<file path="config.mk">
export PLATFORM = sky130hd
export DESIGN_NAME = cmt_top
export DESIGN_NICKNAME = d
export VERILOG_FILES = /design/src/logic/cmt_types_pkg.sv /design/src/logic/cmt_fu_pkg.sv /design/src/logic/cmt_select.sv /design/src/logic/cmt_redirect.sv /design/src/logic/cmt_longop.sv /design/src/logic/cmt_top.sv
export VERILOG_INCLUDE_DIRS = /design/src /design/src/logic
export SDC_FILE = /design/constraint.sdc
export NUM_CORES = 1
export LEC_CHECK = 0
export BUFFER_PORTS_ARGS = -buffer_cell sky130_fd_sc_hd__buf_2
export CAP_MARGIN = 30
export CORE_AREA = 2 2 562 564
export CTS_BUF_LIST = sky130_fd_sc_hd__clkbuf_4 sky130_fd_sc_hd__clkbuf_8
export DETAILED_ROUTE_END_ITERATION = 8
export DIE_AREA = 0 0 564 566
export GPL_TIMING_DRIVEN = 0
export PLACE_DENSITY = 0.3
export REMOVE_ABC_BUFFERS = 1
export SYNTH_ARGS = -nofsm -noshare
export SYNTH_HDL_FRONTEND = slang
export SYNTH_SLANG_ARGS = --single-unit
</file>
<file path="constraint.sdc">
create_clock -name clk -period 5 [get_ports clk]
set_input_delay 0.75 -clock clk [delete_from_list [all_inputs] [get_ports clk]]
set_output_delay 0.75 -clock clk [all_outputs]
set_load 0.005 [all_outputs]
</file>
<file path="src/logic/cmt_config.svh">
/* Commit stage widths and sizes */

`ifndef CMT_CONFIG_SVH
`define CMT_CONFIG_SVH

// Slots looked at per cycle at the ROB head
`define CMT_WIDTH       4

// Retire count, wide enough to hold CMT_WIDTH
`define CMT_CNT_W       3

`define CMT_PC_W        30 // Word address
`define CMT_DW          64
`define CMT_PRF_AW      6  // 64 physical registers

// One-hot opcode buses of the long-operation unit
`define CMT_LSU_OPC_W   8
`define CMT_EPU_OPC_W   12

`define CMT_BTB_P_NUM   4  // PC bits dropped from the predictor tag

`endif

</file>
<file path="src/logic/cmt_types_pkg.sv">
/* ROB slot and predictor types */

`include "cmt_config.svh"

package cmt_types_pkg;

   // One entry at the head of the reorder buffer
   typedef struct packed {
      logic                       valid;
      logic [`CMT_PC_W-1:0]       pc;
      logic [`CMT_LSU_OPC_W-1:0]  lsu_opc;
      logic [`CMT_EPU_OPC_W-1:0]  epu_opc;
      logic                       exc;      // Raised exception, handled as EPU op
      logic                       fls;      // Mispredicted
      logic [`CMT_PC_W-1:0]       fls_tgt;  // Correct target
      logic                       is_bcc;
      logic                       is_brel;
      logic                       is_breg;
      logic                       bpu_taken;
      logic [`CMT_PC_W-1:0]       bpu_tgt;
      logic [`CMT_PRF_AW-1:0]     prd;
      logic                       prd_we;
      logic [`CMT_DW-1:0]         opera;
      logic [`CMT_DW-1:0]         operb;
   } cmt_slot_t;

   typedef cmt_slot_t [`CMT_WIDTH-1:0] cmt_slot_vec_t;

   typedef logic [`CMT_WIDTH-1:0] cmt_fire_t;

   // Training record for the branch predictor
   typedef struct packed {
      logic                                  wb;
      logic                                  is_bcc;
      logic                                  is_breg;
      logic                                  is_brel;
      logic                                  taken;   // Actual direction
      logic [`CMT_PC_W-1:`CMT_BTB_P_NUM]     pc_tag;
      logic [`CMT_PC_W-1:0]                  npc_act; // Actual next PC
   } bpu_upd_t;

   // Physical register file write port
   typedef struct packed {
      logic                       we;
      logic [`CMT_PRF_AW-1:0]     waddr;
      logic [`CMT_DW-1:0]         wdata;
   } prf_wr_t;

endpackage

</file>
<file path="src/logic/cmt_fu_pkg.sv">
/* Long-operation unit interface types */

`include "cmt_config.svh"

package cmt_fu_pkg;

   // Request from slot 0 to the LSU/EPU
   typedef struct packed {
      logic                       valid;
      logic                       is_epu;   // Low means plain load/store
      logic [`CMT_PC_W-1:0]       pc;
      logic [`CMT_LSU_OPC_W-1:0]  lsu_opc;
      logic [`CMT_EPU_OPC_W-1:0]  epu_opc;
      logic [`CMT_DW-1:0]         opera;    // Address or operand
      logic [`CMT_DW-1:0]         operb;    // Store data or operand
   } fu_req_t;

   // Completion from the LSU/EPU
   typedef struct packed {
      logic                       done;     // One pulse per request
      logic [`CMT_DW-1:0]         wdata;
      logic                       exc_flush;
      logic [`CMT_PC_W-1:0]       exc_tgt;
      logic                       refetch;  // Retire, then restart at pc+1
   } fu_rsp_t;

endpackage

</file>
<file path="src/logic/cmt_select.sv">
/* Commit slot selection */

`timescale 1ns/10ps

`include "cmt_config.svh"

module cmt_select
(
   input  cmt_types_pkg::cmt_slot_vec_t   rob_head,
   input  logic                           se_pending,
   input  logic                           flush,
   input  logic                           commit_en,
   output cmt_types_pkg::cmt_fire_t       fire,
   output logic [`CMT_CNT_W-1:0]          pop_size,
   output logic                           slot0_long,
   output logic                           slot0_is_epu
);
   import cmt_types_pkg::*;

   cmt_fire_t valid;
   cmt_fire_t branch;
   cmt_fire_t epu_op;
   cmt_fire_t long_op;
   cmt_fire_t single;
   cmt_fire_t mask;
   cmt_fire_t ready;

   // Per-slot classification
   always_comb
   begin
      for (int i = 0; i < `CMT_WIDTH; i++)
      begin
         valid[i]   = rob_head[i].valid;
         branch[i]  = rob_head[i].is_bcc | rob_head[i].is_brel | rob_head[i].is_breg;
         epu_op[i]  = (|rob_head[i].epu_opc) | rob_head[i].exc;
         // Nothing goes out to the unit while a redirect is in flight
         long_op[i] = ~se_pending & ((|rob_head[i].lsu_opc) | epu_op[i]);
         single[i]  = long_op[i] | rob_head[i].fls | branch[i];
      end
   end

   // In-order mask, a single-op slot must retire alone
   always_comb
   begin
      mask[0] = 1'b1;
      mask[1] = ~single[0] & ~single[1];
      for (int j = 2; j < `CMT_WIDTH; j++)
      begin
         mask[j] = mask[j-1] & ~single[j];
      end
   end

   assign ready = valid & mask; // Holes do not break the run

   assign fire = ready & {`CMT_WIDTH{commit_en & ~flush}};

   always_comb
   begin
      pop_size = '0;
      for (int k = 0; k < `CMT_WIDTH; k++)
      begin
         pop_size = pop_size + `CMT_CNT_W'(fire[k]);
      end
   end

   // Slot 0 wants the long-operation unit
   assign slot0_long   = ready[0] & long_op[0];
   assign slot0_is_epu = epu_op[0];

endmodule

</file>
<file path="src/logic/cmt_redirect.sv">
/* Flush and predictor update */

`timescale 1ns/10ps

`include "cmt_config.svh"

module cmt_redirect
(
   input  logic                           clk,
   input  logic                           rst,
   input  cmt_types_pkg::cmt_slot_vec_t   rob_head,
   input  cmt_types_pkg::cmt_fire_t       fire,
   input  cmt_fu_pkg::fu_rsp_t            fu_rsp,
   output logic                           flush,
   output logic [`CMT_PC_W-1:0]           flush_tgt,
   output logic                           se_pending,
   output cmt_types_pkg::bpu_upd_t        bpu_upd
);
   import cmt_types_pkg::*;

   cmt_slot_t                 s0;
   logic                      s0_branch;
   logic [`CMT_PC_W-1:0]      npc0;
   logic                      se_set;
   logic [`CMT_PC_W-1:0]      se_tgt_nxt;
   logic [`CMT_PC_W-1:0]      se_tgt;

   assign s0        = rob_head[0];
   assign s0_branch = s0.is_bcc | s0.is_brel | s0.is_breg;
   assign npc0      = s0.pc + `CMT_PC_W'(1);

   // Sequential flush, raised by a retiring slot 0
   assign se_set     = fire[0] & (s0.fls | fu_rsp.refetch);
   assign se_tgt_nxt = s0.fls ? s0.fls_tgt : npc0; // Refetch restarts after slot 0

   // No slot fires during the flush, so the flag drops after one cycle
   always_ff @(posedge clk)
   begin
      if (rst)
      begin
         se_pending <= 1'b0;
      end
      else
      begin
         se_pending <= se_set;
      end
   end

   always_ff @(posedge clk)
   begin
      if (fire[0])
      begin
         se_tgt <= se_tgt_nxt;
      end
   end

   // Registered flush wins over an exception from the unit
   assign flush     = se_pending | fu_rsp.exc_flush;
   assign flush_tgt = se_pending ? se_tgt : fu_rsp.exc_tgt;

   // Predictor training from slot 0 only
   always_comb
   begin
      bpu_upd.wb      = fire[0] & s0_branch;
      bpu_upd.is_bcc  = s0.is_bcc;
      bpu_upd.is_breg = s0.is_breg;
      bpu_upd.is_brel = s0.is_brel;
      bpu_upd.taken   = s0.bpu_taken ^ s0.fls; // Misprediction flips the direction
      bpu_upd.pc_tag  = s0.pc[`CMT_PC_W-1:`CMT_BTB_P_NUM];
      bpu_upd.npc_act = s0.fls ? s0.fls_tgt : s0.bpu_tgt;
   end

endmodule

</file>
<file path="src/logic/cmt_longop.sv">
/* Long-operation tracking */

`timescale 1ns/10ps

`include "cmt_config.svh"

module cmt_longop
(
   input  logic                           clk,
   input  logic                           rst,
   input  cmt_types_pkg::cmt_slot_vec_t   rob_head,
   input  logic                           slot0_long,
   input  logic                           slot0_is_epu,
   input  logic                           flush,
   input  cmt_fu_pkg::fu_rsp_t            fu_rsp,
   output cmt_fu_pkg::fu_req_t            fu_req,
   output logic                           commit_en,
   output cmt_types_pkg::prf_wr_t         prf_wr
);
   import cmt_types_pkg::*;

   typedef enum logic [1:0]
   {
      S_IDLE    = 2'b01,
      S_PENDING = 2'b10
   } state_t;

   state_t        state_q;
   state_t        state_d;
   cmt_slot_t     s0;
   logic          issue;

   assign s0    = rob_head[0];
   assign issue = (state_q == S_IDLE) & slot0_long & ~flush;

   always_comb
   begin
      state_d = state_q;
      case (state_q)
         S_IDLE:
            if (issue)
               state_d = S_PENDING;
         S_PENDING:
            if (fu_rsp.done)
               state_d = S_IDLE;
         default:
            state_d = S_IDLE;
      endcase
   end

   always_ff @(posedge clk)
   begin
      if (rst)
      begin
         state_q <= S_IDLE;
      end
      else
      begin
         state_q <= state_d;
      end
   end

   // Request carries slot 0 as it sits at the head
   always_comb
   begin
      fu_req.valid   = issue;
      fu_req.is_epu  = slot0_is_epu;
      fu_req.pc      = s0.pc;
      fu_req.lsu_opc = s0.lsu_opc;
      fu_req.epu_opc = s0.epu_opc;
      fu_req.opera   = s0.opera;
      fu_req.operb   = s0.operb;
   end

   // Hold retirement until the unit finishes
   assign commit_en = ~slot0_long | fu_rsp.done;

   always_comb
   begin
      prf_wr.we    = (state_q == S_PENDING) & fu_rsp.done & s0.prd_we & ~flush;
      prf_wr.waddr = s0.prd;
      prf_wr.wdata = fu_rsp.wdata;
   end

endmodule

</file>
<file path="src/logic/cmt_top.sv">
/* Commit stage top level */

`timescale 1ns/10ps

`include "cmt_config.svh"

module cmt_top
(
   input  logic                           clk,
   input  logic                           rst,
   // From ROB
   input  cmt_types_pkg::cmt_slot_vec_t   rob_head,
   // To ROB
   output cmt_types_pkg::cmt_fire_t       cmt_fire,
   output logic [`CMT_CNT_W-1:0]          cmt_pop_size,
   // Pipeline redirect
   output logic                           flush,
   output logic [`CMT_PC_W-1:0]           flush_tgt,
   // To branch predictor
   output cmt_types_pkg::bpu_upd_t        bpu_upd,
   // Long-operation unit
   output cmt_fu_pkg::fu_req_t            fu_req,
   input  cmt_fu_pkg::fu_rsp_t            fu_rsp,
   // To register file
   output cmt_types_pkg::prf_wr_t         prf_wr
);

   logic          se_pending;
   logic          commit_en;
   logic          slot0_long;
   logic          slot0_is_epu;

   cmt_select u_select
   (
      .rob_head      (rob_head),
      .se_pending    (se_pending),
      .flush         (flush),
      .commit_en     (commit_en),
      .fire          (cmt_fire),
      .pop_size      (cmt_pop_size),
      .slot0_long    (slot0_long),
      .slot0_is_epu  (slot0_is_epu)
   );

   cmt_redirect u_redirect
   (
      .clk           (clk),
      .rst           (rst),
      .rob_head      (rob_head),
      .fire          (cmt_fire),
      .fu_rsp        (fu_rsp),
      .flush         (flush),
      .flush_tgt     (flush_tgt),
      .se_pending    (se_pending),
      .bpu_upd       (bpu_upd)
   );

   cmt_longop u_longop
   (
      .clk           (clk),
      .rst           (rst),
      .rob_head      (rob_head),
      .slot0_long    (slot0_long),
      .slot0_is_epu  (slot0_is_epu),
      .flush         (flush),
      .fu_rsp        (fu_rsp),
      .fu_req        (fu_req),
      .commit_en     (commit_en),
      .prf_wr        (prf_wr)
   );

endmodule

</file>
## After elaboration in Yosys (flattened, before gate mapping)

Cells that the tools add are included.

- Add/subtract/negate cells: 4
- Equal/unequal tests: 4
- Mux-type cells: 6
- Bitwise logic cells: 53
- Reductions and logical operators: 9

Operators with widths:

| cell | count |
|---|---|
| 2-to-1 mux 30 bit | 3 |
| OR reduction 12 bit | 4 |
| OR reduction 8 bit | 4 |
| adder 30 x 1 -> 30 bit, second input constant | 1 |
| OR 1 bit | 27 |
| bitwise AND 1 bit | 16 |
| bitwise AND 4 bit | 2 |
| NOT 1 bit | 7 |
| adder 3 x 1 -> 3 bit | 2 |
| 2-to-1 mux 2 bit | 2 |
| case mux 2 bit (2 select lines) | 1 |
| adder 1 x 1 -> 2 bit | 1 |
| equality test 2 x 1 -> 1 bit, second input constant | 1 |
| equality test 2 bit, second input constant | 1 |
| inequality test 2 x 1 -> 1 bit, second input constant | 1 |
| inequality test 2 bit, second input constant | 1 |
| AND reduction 2 bit | 1 |
| XOR 1 bit | 1 |

- Register bits after elaboration: 33
- Input bits: 1107
- Output and inout port bits: 350
- Logic and storage cells: 79

## Logic depth before layout (Yosys ltp)

- Depth in word-level cells: 19
- Gate-level depth with buffers: 10
- Depth with buffers taken out: 9

## Hierarchy

A second synthesis with hierarchy kept.

- Cells, all modules: 627
- Area, all modules: 5172.5 µm²

Modules (own cells, without submodules):

| module | times used | cells an instance | area an instance (µm²) | sequential area each (µm²) |
|---|---|---|---|---|
| cmt_redirect | 1 | 312 | 2808.9 | 920.9 |
| cmt_longop | 1 | 259 | 1973.1 | 40.0 |
| cmt_select | 1 | 56 | 390.4 | 0.0 |

## Least setup slack after synthesis

No wires, ideal clock.

- Path type: input-to-output
- Start point: input rob_head[202] (netlist name)
- End point: output cmt_pop_size[1]
- Arrival time: 3.068 ns
- Data required time: 4.250 ns
- Path slack: 1.182 ns
- Cell stages on the path: 9
- Buffers on the path: 0
- Cells stage by stage: nor4_1 nand4_1 nor2_1 o211a_1 ha_1 inv_1 fa_1 inv_1 ha_1

- Elaborated cells on any way between the ends: 19
- Classes of those cells: add/sub (3); bitwise (15); reduce/logical (1)

RTL lines:

| what | line | RTL |
|---|---|---|
| start: declaration | cmt_top.sv:12 | `input cmt_types_pkg::cmt_slot_vec_t rob_head,` |
| OR reduction 12 bit | cmt_select.sv:35 | `epu_op[i] = (\|rob_head[i].epu_opc) \| rob_head[i].exc;` |
| OR 1 bit | cmt_select.sv:35 |  |
| named net slot0_is_epu | cmt_top.sv:31 | `logic slot0_is_epu;` |
| OR 1 bit | cmt_select.sv:37 | `long_op[i] = ~se_pending & ((\|rob_head[i].lsu_opc) \| epu_op[i]);` |
| bitwise AND 1 bit | cmt_select.sv:37 |  |
| bitwise AND 1 bit | cmt_select.sv:67 | `assign slot0_long = ready[0] & long_op[0];` |
| NOT 1 bit | cmt_longop.sv:76 | `assign commit_en = ~slot0_long \| fu_rsp.done;` |
| OR 1 bit | cmt_longop.sv:76 |  |
| bitwise AND 1 bit | cmt_select.sv:55 | `` assign fire = ready & {`CMT_WIDTH{commit_en & ~flush}}; `` |
| bitwise AND 4 bit | cmt_select.sv:55 |  |
| named net cmt_fire[0] | cmt_top.sv:14 | `output cmt_types_pkg::cmt_fire_t cmt_fire,` |
| adder 1 x 1 -> 2 bit | cmt_select.sv:62 | `` pop_size = pop_size + `CMT_CNT_W'(fire[k]); `` |
| adder 3 x 1 -> 3 bit (2 in a row) | cmt_select.sv:62 |  |
| end: declaration | cmt_top.sv:15 | `` output logic [`CMT_CNT_W-1:0] cmt_pop_size, `` |

The timed path passes the listed nets, and every way through them passes these cells.

## Worst setup path after layout

- Start point: input rob_head[199] (netlist name)
- End point: output cmt_pop_size[1]

- Word-level cells in the longest chain between the ends: 9
- Elaborated cells on any way between the ends: 11
- Classes of those cells: add/sub (3); bitwise (8)

Ends and longest elaborated chain:

| what | line | RTL |
|---|---|---|
| OR 1 bit * (2 in a row) | cmt_select.sv:38 | `single[i] = long_op[i] \| rob_head[i].fls \| branch[i];` |
| NOT 1 bit * | cmt_select.sv:46 | `mask[1] = ~single[0] & ~single[1];` |
| bitwise AND 1 bit * | cmt_select.sv:46 |  |
| bitwise AND 4 bit * | cmt_select.sv:53 | `assign ready = valid & mask;` |
| bitwise AND 4 bit * | cmt_select.sv:55 |  |
| adder 1 x 1 -> 2 bit (tied with other cells) | cmt_select.sv:62 |  |
| adder 3 x 1 -> 3 bit or bitwise AND 4 bit (tied branches) | cmt_select.sv:62, cmt_select.sv:55 |  |
| adder 3 x 1 -> 3 bit * | cmt_select.sv:62 |  |

Every way passes the cells marked *; elsewhere a longest branch is shown, timed or not.

==> results.cfg <==
[floorplan]
start_util = 0.0162
rows = 206
chipWidth_um = 564
io_pins = 1457
die_h_um = 566
die_area_um2 = 319000
core-area_um2 = 313000

[timing]
layout_setup_ws_ns = 0.356
timing.final.crit_share = 0.929
tightestPinTransition_ns = 0.839
finalCriticalPeriod_ns = 4.64
fin_skew_ns = 0.0159
hold_violations = 0
drv_slew = 0
fmax_ghz = 0.215
slew_headroom = 0.440
rsz0062_at_grt = no
finalSetupViolations = 0
setup_tns_ns = 0

[global_route]
use_met1 = 0.0532
grt_pass1_vias = 5123
grt_overflow_total = 0
grt.busiest_layer = met2
grt_util_met3 = 0.121
grt_usage = 0.0865
gr-usage-met2 = 0.143
antenna_found_initial = 56
grt_max_degree = 71
grt_first_pass_wirelength_um = 154000

[final_layout]
drive_gt1_frac = 0.620
nNetsFinal = 1838
mostFrequentLayoutCells = 381 x buf_2, 42 x mux2_2, 35 x o21ai_0
final_common_cell = buf_2
layoutNonFillerInstCount = 4917
syn_to_final_growth_pct = 103
final_util = 0.0330

[worst_setup_path]
criticalPathCategory = input port to output port
cpMaxStageDelayCell = nor4_1
cp-start-kind = input port
worstPathRequired_ns = 4.25
crit_buf_inv = 3
arrival_ns = 3.89
critPathMaxFanout = 70
reg2reg_from = u_redirect.se_pending$_SDFF_PP0_
end_kind = output port
max_stage_delay_ns = 0.80
crit_start = rob_head[199]
crit_chain = buf_4, nor4_1, nand4_1, nor4_1, nand4_1, fa_1, inv_1, ha_1, buf_2
path_delay_family = simple AND/OR/NAND/NOR gates

[placed_design]
place_inst = 4880
portBuffers = 382
pre_cts_ws_ns = 0.127
gp_congestion = 0.737
place_hpwl_um = 133000

[clock_network]
clk_path_buf_depth = 2
cts_sinks = 33
cts_setup_buffers = 0
cts_resized = 0
cts-root-buf = clkbuf_8
ctsHoldBuffers = 0
clock_latency_ns = 0.37
htreeDepth = 2
cts_made_buffers = 5
path_clk_slew_ns = 0.11
cts_tree = done

[synthesis]
synthCells = 629
synth-seq-cells = 33
synth_seq_area_share = 0.189
synth.largest_area_cell = buf_4
ys_warn_count = 0
syn_avg_cell_area_um2 = 8.08
synth-edff-count = 30
netlist.area_leader.share = 0.412
syn_area_um2 = 5080
ys_types = 41
synthArstFlopShare = 0
synth-main-ff-cell = edfxtp_1
synthTopCellsByArea = buf_4 41%, edfxtp_1 18%, mux2_2 9.3%

[detailed_routing]
wl_per_cell_um = 28.9
post-route-drc-count = 0
avgViaCountPerCell = 1.12
num_vias = 5500
drt-initial-drc-count = 436
wl_um = 142000
ant_nets = 0
firstDrtPassIters = 6

[pwr]
p_leak_nw = 2.61
switching_share = 0.405
powerDensity_nw_per_um2 = 102
clkPwrFrac = 0.309
power_frac_comb = 0.381
ir_drop_v = 0.0000883
p_total_mw = 1.05
pwr-share-seq = 0.310
power.internal_mw = 0.624
p_switching_mw = 0.425

[hold_path]
hp-class = input port to flop
hold_start = rst

[flow_run]
maxCapViolCount = 0

[status]
status = finished clean
-- cell usage after synthesis, types with 2 or more instances --
library cell  instances
or3_2                 2
dfxtp_1               3
nand3_1              17
and3_1                6
o21ai_0              35
nor3_1                5
nor2_1               21
nand4_1              13
mux2_2               42
xnor2_1               4
buf_2                 2
or4_1                15
ha_1                  3
or3_1                 2
buf_4               279
a31oi_1              12
or3b_2                2
o211ai_1              4
inv_1                29
and4_1                2
xor2_1                9
nor4_1               20
o41ai_1               2
clkbuf_1             15
o2111a_1              2
nor4b_1               2
o31ai_1               9
edfxtp_1             30
nand2_1              30
-- cell type report --
type / count / area [um2]
Antenna cell: 29 / 72.6
Clock buffer: 6 / 76.3
Clock inverter: 2 / 33.8
Fill cell: 37600 / 303000
Inverter: 30 / 113
Multi-Input combinational cell: 268 / 1860
Sequential cell: 33 / 962
Tap cell: 4160 / 5200
Timing Repair Buffer: 389 / 2000
-- cells by family (layout without fill, tap and decap cells) --
| family | count (synthesis) | count (layout) | synth area share |
|---|---|---|---|
| buf+inv | 328 | 427 | 0.450 |
| simple gates | 141 | 141 | 0.152 |
| compound gates | 68 | 68 | 0.0825 |
| mux | 42 | 42 | 0.0930 |
| flops | 33 | 33 | 0.189 |
| xor+xnor | 13 | 13 | 0.0224 |
| fa+ha+maj | 4 | 4 | 0.0113 |
| other cells | 0 | 29 | 0 |
-- per-layer routing --
metal,vias up,part of all wire
met1,2499,0.22
met2,754,0.47
li1,2125,-
met5,-,0.0088
met4,38,0.0071
met3,84,0.30
-- state kept, by name, indices dropped and copies added, names as in the netlist --
name / count
u_longop.state_q: 2
u_redirect.se_tgt: 30
u_redirect.se_pending: 1
-- power groups by stage --
stage	Combinational (mW)	Sequential, mW	Clock, mW
floorplan	0.0823	0.322	0
finish	0.399	0.325	0.324
detailed placement	0.427	0.335	0
global route	0.431	0.327	0.355
global placement	0.419	0.337	0
CTS	0.428	0.328	0.365
-- worst paths after layout --
check | endpoint | slack (ns) | depth (start not counted)
worst max-delay path | cmt_pop_size[1] | 0.36 | 9
worst min register to register | u_longop.state_q[1]$_SDFFE_PP0P_ | 0.58 | 2
worst min-delay path | u_longop.state_q[1]$_SDFFE_PP0P_ | 0.57 | 2
worst max register to register | u_redirect.se_tgt[29]$_DFFE_PP_ | 3.05 | 3
-- stage by stage --
stage,area (um2),hold WS [ns]
floorplan,2910,0.515
global placement,10000,0.554
detailed placement,10100,0.562
CTS,10300,0.518
global route,10300,0.563
finish,10300,0.571
Power figures use the tool's default switching activity.
